## src/logic/frogger_pkg.sv

```systemverilog
// Sizes assume a 160x120 frame buffer; LANE_STEP_CYCLES is short for simulation only
`default_nettype none

package frogger_pkg;

    typedef logic [3:0]  grid_col_t;   // 16 columns
    typedef logic [2:0]  grid_row_t;   // 8 rows
    typedef logic [7:0]  pix_x_t;
    typedef logic [6:0]  pix_y_t;
    typedef logic [2:0]  colour_t;
    typedef logic [15:0] lane_word_t;  // One bit per column, column 0 in bit 15

    // Cell pitch and painted block size in pixels
    localparam int CELL_W     = 10;
    localparam int CELL_H     = 15;
    localparam int BLOCK_SIDE = 8;

    localparam grid_col_t FROG_HOME_COL = 4'd8;
    localparam grid_row_t FROG_HOME_ROW = 3'd6;

    localparam int        LANE_COUNT     = 4;
    localparam grid_row_t FIRST_LANE_ROW = 3'd1;
    localparam grid_row_t LAST_LANE_ROW  = grid_row_t'(FIRST_LANE_ROW + LANE_COUNT - 1);

    // Start patterns of the four rings
    localparam lane_word_t LANE_INIT [LANE_COUNT] = '{
        16'b1000_1101_1000_0000,
        16'b1100_0011_0001_0011,
        16'b0011_0111_0001_1001,
        16'b0110_0011_1001_1100
    };

    localparam colour_t COLOUR_FROG  = 3'd7;  // White
    localparam colour_t COLOUR_CAR   = 3'd6;  // Yellow
    localparam colour_t COLOUR_EMPTY = 3'd0;

    // 25_000_000 gives half a second on a 50 MHz board
    localparam int LANE_STEP_CYCLES = 1000;

endpackage

`default_nettype wire

```

## src/logic/lane_step_timer.sv

```systemverilog
// One-cycle tick every LANE_STEP_CYCLES clocks; first tick LANE_STEP_CYCLES clocks after reset
`default_nettype none

module lane_step_timer (
    input  logic fastclock,
    input  logic resetn,
    output logic step_tick
);
    import frogger_pkg::*;

    localparam int               CNT_W  = $clog2(LANE_STEP_CYCLES);
    localparam logic [CNT_W-1:0] RELOAD = CNT_W'(LANE_STEP_CYCLES - 1);

    logic [CNT_W-1:0] count;

    always_ff @(posedge fastclock or negedge resetn) begin
        if (!resetn) begin
            count     <= RELOAD;
            step_tick <= 1'b0;
        end else if (count == '0) begin
            count     <= RELOAD;
            step_tick <= 1'b1;    // Single clock wide
        end else begin
            count     <= count - 1'b1;
            step_tick <= 1'b0;
        end
    end

endmodule

`default_nettype wire

```

## src/logic/traffic_lanes.sv

```systemverilog
// Lookups are combinational and see the rings before a rotation in the same cycle
`default_nettype none

module traffic_lanes (
    input  logic                   fastclock,
    input  logic                   resetn,
    input  logic                   step_tick,
    input  frogger_pkg::grid_col_t scan_col,
    input  frogger_pkg::grid_row_t scan_row,
    input  frogger_pkg::grid_col_t frog_col,
    input  frogger_pkg::grid_row_t frog_row,
    output logic                   scan_busy,
    output logic                   frog_hit
);
    import frogger_pkg::*;

    localparam int LANE_W = $clog2(LANE_COUNT);

    lane_word_t lanes [LANE_COUNT];

    // Each ring rotates left by one on a step
    always_ff @(posedge fastclock or negedge resetn) begin
        if (!resetn) begin
            for (int l = 0; l < LANE_COUNT; l++) begin
                lanes[l] <= LANE_INIT[l];
            end
        end else if (step_tick) begin
            for (int l = 0; l < LANE_COUNT; l++) begin
                lanes[l] <= {lanes[l][14:0], lanes[l][15]};
            end
        end
    end

    // Occupancy of one cell, zero off the lane rows
    function automatic logic cell_busy(grid_col_t col, grid_row_t row);
        logic [LANE_W-1:0] lane;
        lane = LANE_W'(row - FIRST_LANE_ROW);
        if (row < FIRST_LANE_ROW || row > LAST_LANE_ROW) begin
            return 1'b0;
        end
        return lanes[lane][4'd15 - col];   // Column 0 is the top bit
    endfunction

    always_comb begin
        scan_busy = cell_busy(scan_col, scan_row);
        frog_hit  = cell_busy(frog_col, frog_row);
    end

endmodule

`default_nettype wire

```

## src/logic/frog_position.sv

```systemverilog
// Key presses are caught on their rising edge and applied at the next move strobe
`default_nettype none

module frog_position (
    input  logic                   fastclock,
    input  logic                   resetn,
    input  logic                   key_up,
    input  logic                   key_down,
    input  logic                   key_left,
    input  logic                   key_right,
    input  logic                   move_strobe,
    input  logic                   frog_hit,
    output frogger_pkg::grid_col_t frog_col,
    output frogger_pkg::grid_row_t frog_row,
    output logic                   went_home
);
    import frogger_pkg::*;

    // Bit positions in the key vectors
    localparam int K_UP    = 3;
    localparam int K_DOWN  = 2;
    localparam int K_LEFT  = 1;
    localparam int K_RIGHT = 0;

    logic [3:0] keys;
    logic [3:0] keys_q;
    logic [3:0] key_rise;
    logic [3:0] pend;      // Presses not yet applied
    logic [3:0] step;

    assign keys     = {key_up, key_down, key_left, key_right};
    assign key_rise = keys & ~keys_q;
    assign step     = pend | key_rise;

    always_ff @(posedge fastclock or negedge resetn) begin
        if (!resetn) begin
            keys_q    <= '0;
            pend      <= '0;
            frog_col  <= FROG_HOME_COL;
            frog_row  <= FROG_HOME_ROW;
            went_home <= 1'b0;
        end else begin
            keys_q    <= keys;
            went_home <= frog_hit;   // Hit clears once home, so one cycle
            if (move_strobe) begin
                pend <= '0;
            end else begin
                pend <= step;
            end
            // Homing beats a move; grid widths give the wrap
            if (frog_hit) begin
                frog_col <= FROG_HOME_COL;
                frog_row <= FROG_HOME_ROW;
            end else if (move_strobe) begin
                frog_row <= frog_row + grid_row_t'(step[K_DOWN]) - grid_row_t'(step[K_UP]);
                frog_col <= frog_col + grid_col_t'(step[K_RIGHT]) - grid_col_t'(step[K_LEFT]);
            end
        end
    end

endmodule

`default_nettype wire

```

## src/logic/block_painter.sv

```systemverilog
// Wishbone classic write master; start is ignored while a block is in flight
`default_nettype none

module block_painter (
    input  logic                   fastclock,
    input  logic                   resetn,
    input  logic                   start,
    input  frogger_pkg::grid_col_t cell_col,
    input  frogger_pkg::grid_row_t cell_row,
    input  frogger_pkg::colour_t   block_colour,
    output logic                   done,
    output logic                   wb_cyc,
    output logic                   wb_stb,
    output logic                   wb_we,
    output logic [14:0]            wb_adr,
    output frogger_pkg::colour_t   wb_dat,
    input  logic                   wb_ack
);
    import frogger_pkg::*;

    localparam int               OFS_W    = $clog2(BLOCK_SIDE);
    localparam int               PIX_W    = 2 * OFS_W;
    localparam logic [PIX_W-1:0] PIX_LAST = PIX_W'(BLOCK_SIDE * BLOCK_SIDE - 1);

    logic             busy;
    logic [PIX_W-1:0] pix_cnt;   // Low bits x offset, high bits y offset
    pix_x_t           org_x;
    pix_y_t           org_y;
    colour_t          colour_q;

    // Block origin and colour, held until the last ack
    always_ff @(posedge fastclock) begin
        if (start && !busy) begin
            org_x    <= pix_x_t'(cell_col * CELL_W);
            org_y    <= pix_y_t'(cell_row * CELL_H);
            colour_q <= block_colour;
        end
    end

    always_ff @(posedge fastclock or negedge resetn) begin
        if (!resetn) begin
            busy    <= 1'b0;
            pix_cnt <= '0;
            done    <= 1'b0;
        end else begin
            done <= 1'b0;
            if (!busy) begin
                if (start) begin
                    busy    <= 1'b1;
                    pix_cnt <= '0;
                end
            end else if (wb_ack) begin
                pix_cnt <= pix_cnt + 1'b1;
                if (pix_cnt == PIX_LAST) begin
                    busy <= 1'b0;   // Cycle ends right after the 64th ack
                    done <= 1'b1;
                end
            end
        end
    end

    // One write per pixel, cyc held across the whole block
    assign wb_cyc = busy;
    assign wb_stb = busy;
    assign wb_we  = busy;
    assign wb_adr = {org_y + pix_y_t'(pix_cnt[PIX_W-1:OFS_W]),
                     org_x + pix_x_t'(pix_cnt[OFS_W-1:0])};
    assign wb_dat = colour_q;

endmodule

`default_nettype wire

```

## src/logic/scene_sequencer.sv

```systemverilog
// Frog redraws win over the scan only between blocks; a block is never cut short
`default_nettype none

module scene_sequencer (
    input  logic                   fastclock,
    input  logic                   resetn,
    input  logic                   key_up,
    input  logic                   key_down,
    input  logic                   key_left,
    input  logic                   key_right,
    input  logic                   went_home,
    input  logic                   scan_busy,
    input  frogger_pkg::grid_col_t frog_col,
    input  frogger_pkg::grid_row_t frog_row,
    input  logic                   painter_done,
    output logic                   move_strobe,
    output logic                   painter_start,
    output frogger_pkg::grid_col_t cell_col,
    output frogger_pkg::grid_row_t cell_row,
    output frogger_pkg::colour_t   block_colour,
    output frogger_pkg::grid_col_t scan_col,
    output frogger_pkg::grid_row_t scan_row
);
    import frogger_pkg::*;

    typedef enum logic [2:0] {
        S_IDLE,
        S_ERASE,
        S_MOVE,
        S_DRAW,
        S_RELEASE,
        S_SCAN
    } state_t;

    state_t     state;
    logic [3:0] keys;
    logic [3:0] keys_q;
    logic       any_key;
    logic       key_rise;
    logic       key_pend;    // Press seen, redraw not yet started
    logic       home_pend;   // Frog sent home, home cell not yet drawn

    assign keys     = {key_up, key_down, key_left, key_right};
    assign any_key  = |keys;
    assign key_rise = |(keys & ~keys_q);

    // Scan walks the lane rows column by column
    always_ff @(posedge fastclock or negedge resetn) begin
        if (!resetn) begin
            scan_col <= '0;
            scan_row <= FIRST_LANE_ROW;
        end else if (state == S_SCAN && painter_done) begin
            scan_col <= scan_col + 1'b1;
            if (scan_col == '1) begin
                scan_row <= (scan_row == LAST_LANE_ROW) ? FIRST_LANE_ROW : scan_row + 1'b1;
            end
        end
    end

    always_ff @(posedge fastclock or negedge resetn) begin
        if (!resetn) begin
            state         <= S_IDLE;
            painter_start <= 1'b0;
            keys_q        <= '0;
            key_pend      <= 1'b0;
            home_pend     <= 1'b0;
        end else begin
            keys_q        <= keys;
            painter_start <= 1'b0;
            if (key_rise) begin
                key_pend <= 1'b1;
            end
            if (went_home) begin
                home_pend <= 1'b1;
            end
            case (state)
                S_IDLE: begin
                    painter_start <= 1'b1;   // Every exit paints a block
                    if (key_pend) begin
                        state    <= S_ERASE;
                        key_pend <= 1'b0;
                    end else if (home_pend) begin
                        state     <= S_DRAW;
                        home_pend <= 1'b0;
                    end else begin
                        state <= S_SCAN;
                    end
                end
                S_ERASE: if (painter_done) state <= S_MOVE;
                S_MOVE: begin
                    state         <= S_DRAW;  // Frog cell is the new one from here
                    painter_start <= 1'b1;
                end
                S_DRAW: if (painter_done) state <= S_RELEASE;
                S_RELEASE: if (!any_key) state <= S_IDLE;
                S_SCAN: if (painter_done) state <= S_IDLE;
                default: state <= S_IDLE;
            endcase
        end
    end

    assign move_strobe = (state == S_MOVE);

    // Painter samples these in the start cycle only
    always_comb begin
        if (state == S_SCAN) begin
            cell_col = scan_col;
            cell_row = scan_row;
        end else begin
            cell_col = frog_col;
            cell_row = frog_row;
        end
        case (state)
            S_DRAW: block_colour = COLOUR_FROG;
            S_SCAN: begin
                if (scan_col == frog_col && scan_row == frog_row) begin
                    block_colour = COLOUR_FROG;   // Keep the frog on top
                end else if (scan_busy) begin
                    block_colour = COLOUR_CAR;
                end else begin
                    block_colour = COLOUR_EMPTY;
                end
            end
            default: block_colour = COLOUR_EMPTY;   // Erase
        endcase
    end

endmodule

`default_nettype wire

```

## src/logic/frogger_top.sv

```systemverilog
// Keys must arrive synchronised to fastclock; frame buffer sits behind the Wishbone port
`default_nettype none

module frogger_top (
    input  logic                 fastclock,
    input  logic                 resetn,
    input  logic                 key_up,
    input  logic                 key_down,
    input  logic                 key_left,
    input  logic                 key_right,
    output logic                 wb_cyc,
    output logic                 wb_stb,
    output logic                 wb_we,
    output logic [14:0]          wb_adr,
    output frogger_pkg::colour_t wb_dat,
    input  logic                 wb_ack
);
    import frogger_pkg::*;

    logic      step_tick;
    logic      scan_busy;
    logic      frog_hit;
    logic      went_home;
    logic      move_strobe;
    logic      painter_start;
    logic      painter_done;
    grid_col_t scan_col;
    grid_row_t scan_row;
    grid_col_t frog_col;
    grid_row_t frog_row;
    grid_col_t cell_col;
    grid_row_t cell_row;
    colour_t   block_colour;

    lane_step_timer u_timer (
        .fastclock (fastclock),
        .resetn    (resetn),
        .step_tick (step_tick)
    );

    traffic_lanes u_lanes (
        .fastclock (fastclock),
        .resetn    (resetn),
        .step_tick (step_tick),
        .scan_col  (scan_col),
        .scan_row  (scan_row),
        .frog_col  (frog_col),
        .frog_row  (frog_row),
        .scan_busy (scan_busy),
        .frog_hit  (frog_hit)
    );

    frog_position u_frog (
        .fastclock   (fastclock),
        .resetn      (resetn),
        .key_up      (key_up),
        .key_down    (key_down),
        .key_left    (key_left),
        .key_right   (key_right),
        .move_strobe (move_strobe),
        .frog_hit    (frog_hit),
        .frog_col    (frog_col),
        .frog_row    (frog_row),
        .went_home   (went_home)
    );

    scene_sequencer u_seq (
        .fastclock     (fastclock),
        .resetn        (resetn),
        .key_up        (key_up),
        .key_down      (key_down),
        .key_left      (key_left),
        .key_right     (key_right),
        .went_home     (went_home),
        .scan_busy     (scan_busy),
        .frog_col      (frog_col),
        .frog_row      (frog_row),
        .painter_done  (painter_done),
        .move_strobe   (move_strobe),
        .painter_start (painter_start),
        .cell_col      (cell_col),
        .cell_row      (cell_row),
        .block_colour  (block_colour),
        .scan_col      (scan_col),
        .scan_row      (scan_row)
    );

    block_painter u_painter (
        .fastclock    (fastclock),
        .resetn       (resetn),
        .start        (painter_start),
        .cell_col     (cell_col),
        .cell_row     (cell_row),
        .block_colour (block_colour),
        .done         (painter_done),
        .wb_cyc       (wb_cyc),
        .wb_stb       (wb_stb),
        .wb_we        (wb_we),
        .wb_adr       (wb_adr),
        .wb_dat       (wb_dat),
        .wb_ack       (wb_ack)
    );

endmodule

`default_nettype wire

```

## config.mk

```make
export PLATFORM = sky130hd
export DESIGN_NAME = frogger_top
export DESIGN_NICKNAME = d
export VERILOG_FILES = /design/src/logic/frogger_pkg.sv /design/src/logic/lane_step_timer.sv /design/src/logic/traffic_lanes.sv /design/src/logic/frog_position.sv /design/src/logic/block_painter.sv /design/src/logic/scene_sequencer.sv /design/src/logic/frogger_top.sv
export SDC_FILE = /design/constraint.sdc
export NUM_CORES = 1
export LEC_CHECK = 0
export BUFFER_PORTS_ARGS = -buffer_cell sky130_fd_sc_hd__buf_2
export CORE_AREA = 2 2 110 112
export CTS_BUF_LIST = sky130_fd_sc_hd__clkbuf_4 sky130_fd_sc_hd__clkbuf_8 sky130_fd_sc_hd__clkbuf_16
export DETAILED_ROUTE_END_ITERATION = 12
export DIE_AREA = 0 0 112 114
export GPL_ROUTABILITY_DRIVEN = 1
export PLACE_DENSITY_LB_ADDON = 0.2
export SYNTH_ARGS = -nofsm -noshare
export SYNTH_HDL_FRONTEND = slang
export SYNTH_SLANG_ARGS = --single-unit
```

## constraint.sdc

```tcl
create_clock -name fastclock -period 6.6 [get_ports fastclock]
set_clock_uncertainty 0.2 [all_clocks]
set_input_delay 0.66 -clock fastclock [delete_from_list [all_inputs] [get_ports fastclock]]
set_output_delay 0.66 -clock fastclock [all_outputs]
set_load 0.03 [all_outputs]
```

==> impl_metrics.tcl <==
set metrics [dict create \
    postPlaceCellArea_um2 7325 \
    diodes 0 \
    nets 640 \
    grt_first_pass_wirelength_um 22640 \
    hold_ws_ns 0.07610 \
    cts_tree "done" \
    cts_resized 0 \
    post-cts-setup-buffers 0 \
    die_h_um 114 \
    path_class "reg2reg" \
    mostFrequentLayoutCells "71 x mux2_2, 71 x dfrtp_1, 40 x dfstp_2" \
    start_util 0.6120 \
    avgSynthCellArea_um2 12.36 \
    cp.required_ns 6.57 \
    timing.final.crit_share 0.5961 \
    p_leak_uw 0.003434 \
    grt_pass1_vias 4733 \
    hold_viol 0 \
    r2r_end "u_painter.org_y[6]$_DFFE_PP_" \
    clock_latency_ns 0.42 \
    hold_path.class "in2async" \
    rsz0062_at_grt "no" \
    fin_total_pwr_uw 2613 \
    period_needed_ns 3.934 \
    fp.coreArea_um2 11710 \
    cts_max_level 4 \
    utilization 0.6762 \
    relSlewSlack 0.4794 \
    yosysSeqAreaShare 0.4651 \
    die_area_um2 12770 \
    syn_inst 580 \
    synthArstFlopShare 0.8750 \
    cts-root-buf "clkbuf_16" \
    critPathLaunchType "flop" \
    cts_hold_buf 0 \
    syn-num-nets 625 \
    finalSetupTns_ns 0 \
    numCtsBuffers 17 \
    r2r_cells 9 \
    grt_max_degree 65 \
    crit_fanout 12 \
    end_kind "flop" \
    layout-drive-gt1-share 0.3306 \
    drc 0 \
    outcome "completed" \
    globalplace.congestion 0.8026 \
    r2r_slack_ns 2.67 \
    antenna_found_initial 0 \
    viasPerCell 5.943 \
    die_w_um 112 \
    cp.arrival_ns 3.90 \
    clk_pin_slew_worst_paths_ns 0.05 \
    cap_violations 0 \
    r2r-start "u_seq.state[0]$_DFFE_PN0P_" \
    synth_area_um2 7167 \
    rows 40 \
    setup_violations 0 \
    vias 4487 \
    ys.flop_type "dfrtp_1" \
    clock-sinks 128 \
    area_growth_pct 10.49 \
    antenna_left 0 \
    wl_per_cell_um 17.57 \
    drt-initial-drc-count 280 \
    tightest_slew_ns 0.7809 \
    final_area_um2 7919 \
    synth_edf_count 16 \
    vdd_ir_drop_max_mv 0.2702 \
    dr.pass1.iters 4 \
    hpwl_um 9173 \
    portBuffers 27 \
    p_per_area_nw_per_um2 330.0 \
    slew_violations 0 \
    ys_warn_count 0 \
    pin_count 28 \
    grt_use_total 0.2299 \
    routed_wl_um 13270 \
    gr-total-overflow 0 \
    synth-seq-cells 128 \
    clockBufferDepth 2 \
    max_freq_mhz 254.2 \
    synth_cell_types 53 \
]
## Yosys cell counts (16+ instances only)
cell / count / area (um^2)
dfrtp_1: 72 / 1802
mux2_2: 71 / 799.5
dfstp_2: 40 / 1051
inv_1: 31 / 116.4
ha_1: 30 / 375.4
nand2_1: 28 / 105.1
nor2_1: 28 / 105.1
mux4_2: 25 / 563.0
mux2i_1: 23 / 230.2
clkbuf_1: 21 / 78.83
xor2_1: 19 / 166.4
a21oi_1: 18 / 90.09
edfxtp_1: 16 / 480.5
## where the power goes
part	leakage, uW	internal [uW]	total, uW	switching (uW)
sequential	0.00150	880	964	84.1
combinational	0.00166	298	728	430
clock	0.000283	580	922	342
## registers in the layout, summed over array words and instances (netlist names), 3 cells and up
signal / count
u_frog.pend: 4
u_seq.state: 3
u_timer.count: 10
u_seq.keys_q: 4
u_frog.frog_row: 3
u_lanes.lanes: 64
u_frog.frog_col: 4
u_painter.org_y: 7
u_painter.org_x: 7
u_seq.scan_row: 3
u_painter.pix_cnt: 6
u_seq.scan_col: 4
## area by class of cell
class	instances	area (um^2)
sequential	128	3334
multi-input combinational	387	3530
fill	848	3792
timing repair buffer	30	160.2
clock buffer	20	460.4
clock inverter	12	133.9
tap	147	183.9
inverter	31	116.4
## critical path, cell delays in order (launching register included)
cell	delay, ns
dfrtp_1	0.54
nand3b_1	0.44
o21ai_0	0.72
inv_1	0.18
fa_1	0.56
ha_1	0.27
fa_1	0.40
nor2b_1	0.15
o21ai_0	0.14
nand2b_1	0.08
## kinds of logic after synthesis
logic type / count (synthesis) / share of synthesized area
AND/OR/NAND/NOR: 135 / 0.09637
adder cells (fa/ha/maj): 38 / 0.07472
AO/OA/AOI/OAI: 61 / 0.05762
XOR/XNOR: 34 / 0.04155
multiplexers: 119 / 0.2222
flip-flops: 128 / 0.4651
buffers and inverters: 65 / 0.04242
## per-stage QoR
stage	setup WS (ns)	cells
after floorplan	3.037	580
after global placement	2.902	723
after detailed placement	2.701	723
after CTS	2.665	755
after global routing	2.269	755
final	2.666	755
## worst max-delay path by stage
stage / start / slack, ns / endpoint / cells after the start
floorplan: u_seq.state[0]$_DFFE_PN0P_ / 3.04 / u_painter.org_y[6]$_DFFE_PP_ / 11
global placement: u_seq.state[0]$_DFFE_PN0P_ / 2.90 / u_painter.org_y[6]$_DFFE_PP_ / 9
detailed placement: u_seq.state[0]$_DFFE_PN0P_ / 2.70 / u_painter.org_y[6]$_DFFE_PP_ / 9
CTS: u_seq.state[0]$_DFFE_PN0P_ / 2.67 / u_painter.org_y[6]$_DFFE_PP_ / 9
global route: u_seq.state[0]$_DFFE_PN0P_ / 2.27 / u_painter.org_y[6]$_DFFE_PP_ / 9
finish: u_seq.state[0]$_DFFE_PN0P_ / 2.67 / u_painter.org_y[6]$_DFFE_PP_ / 9
## layer usage
layer,up-vias,global-route usage,share of wire
met3,21,0.06695,0.041
met2,93,0.3895,0.52
li1,2120,-,-
met5,-,0,0
met4,0,0.07886,0.015
met1,2253,0.2864,0.42
Power figures use the tool's default switching activity.
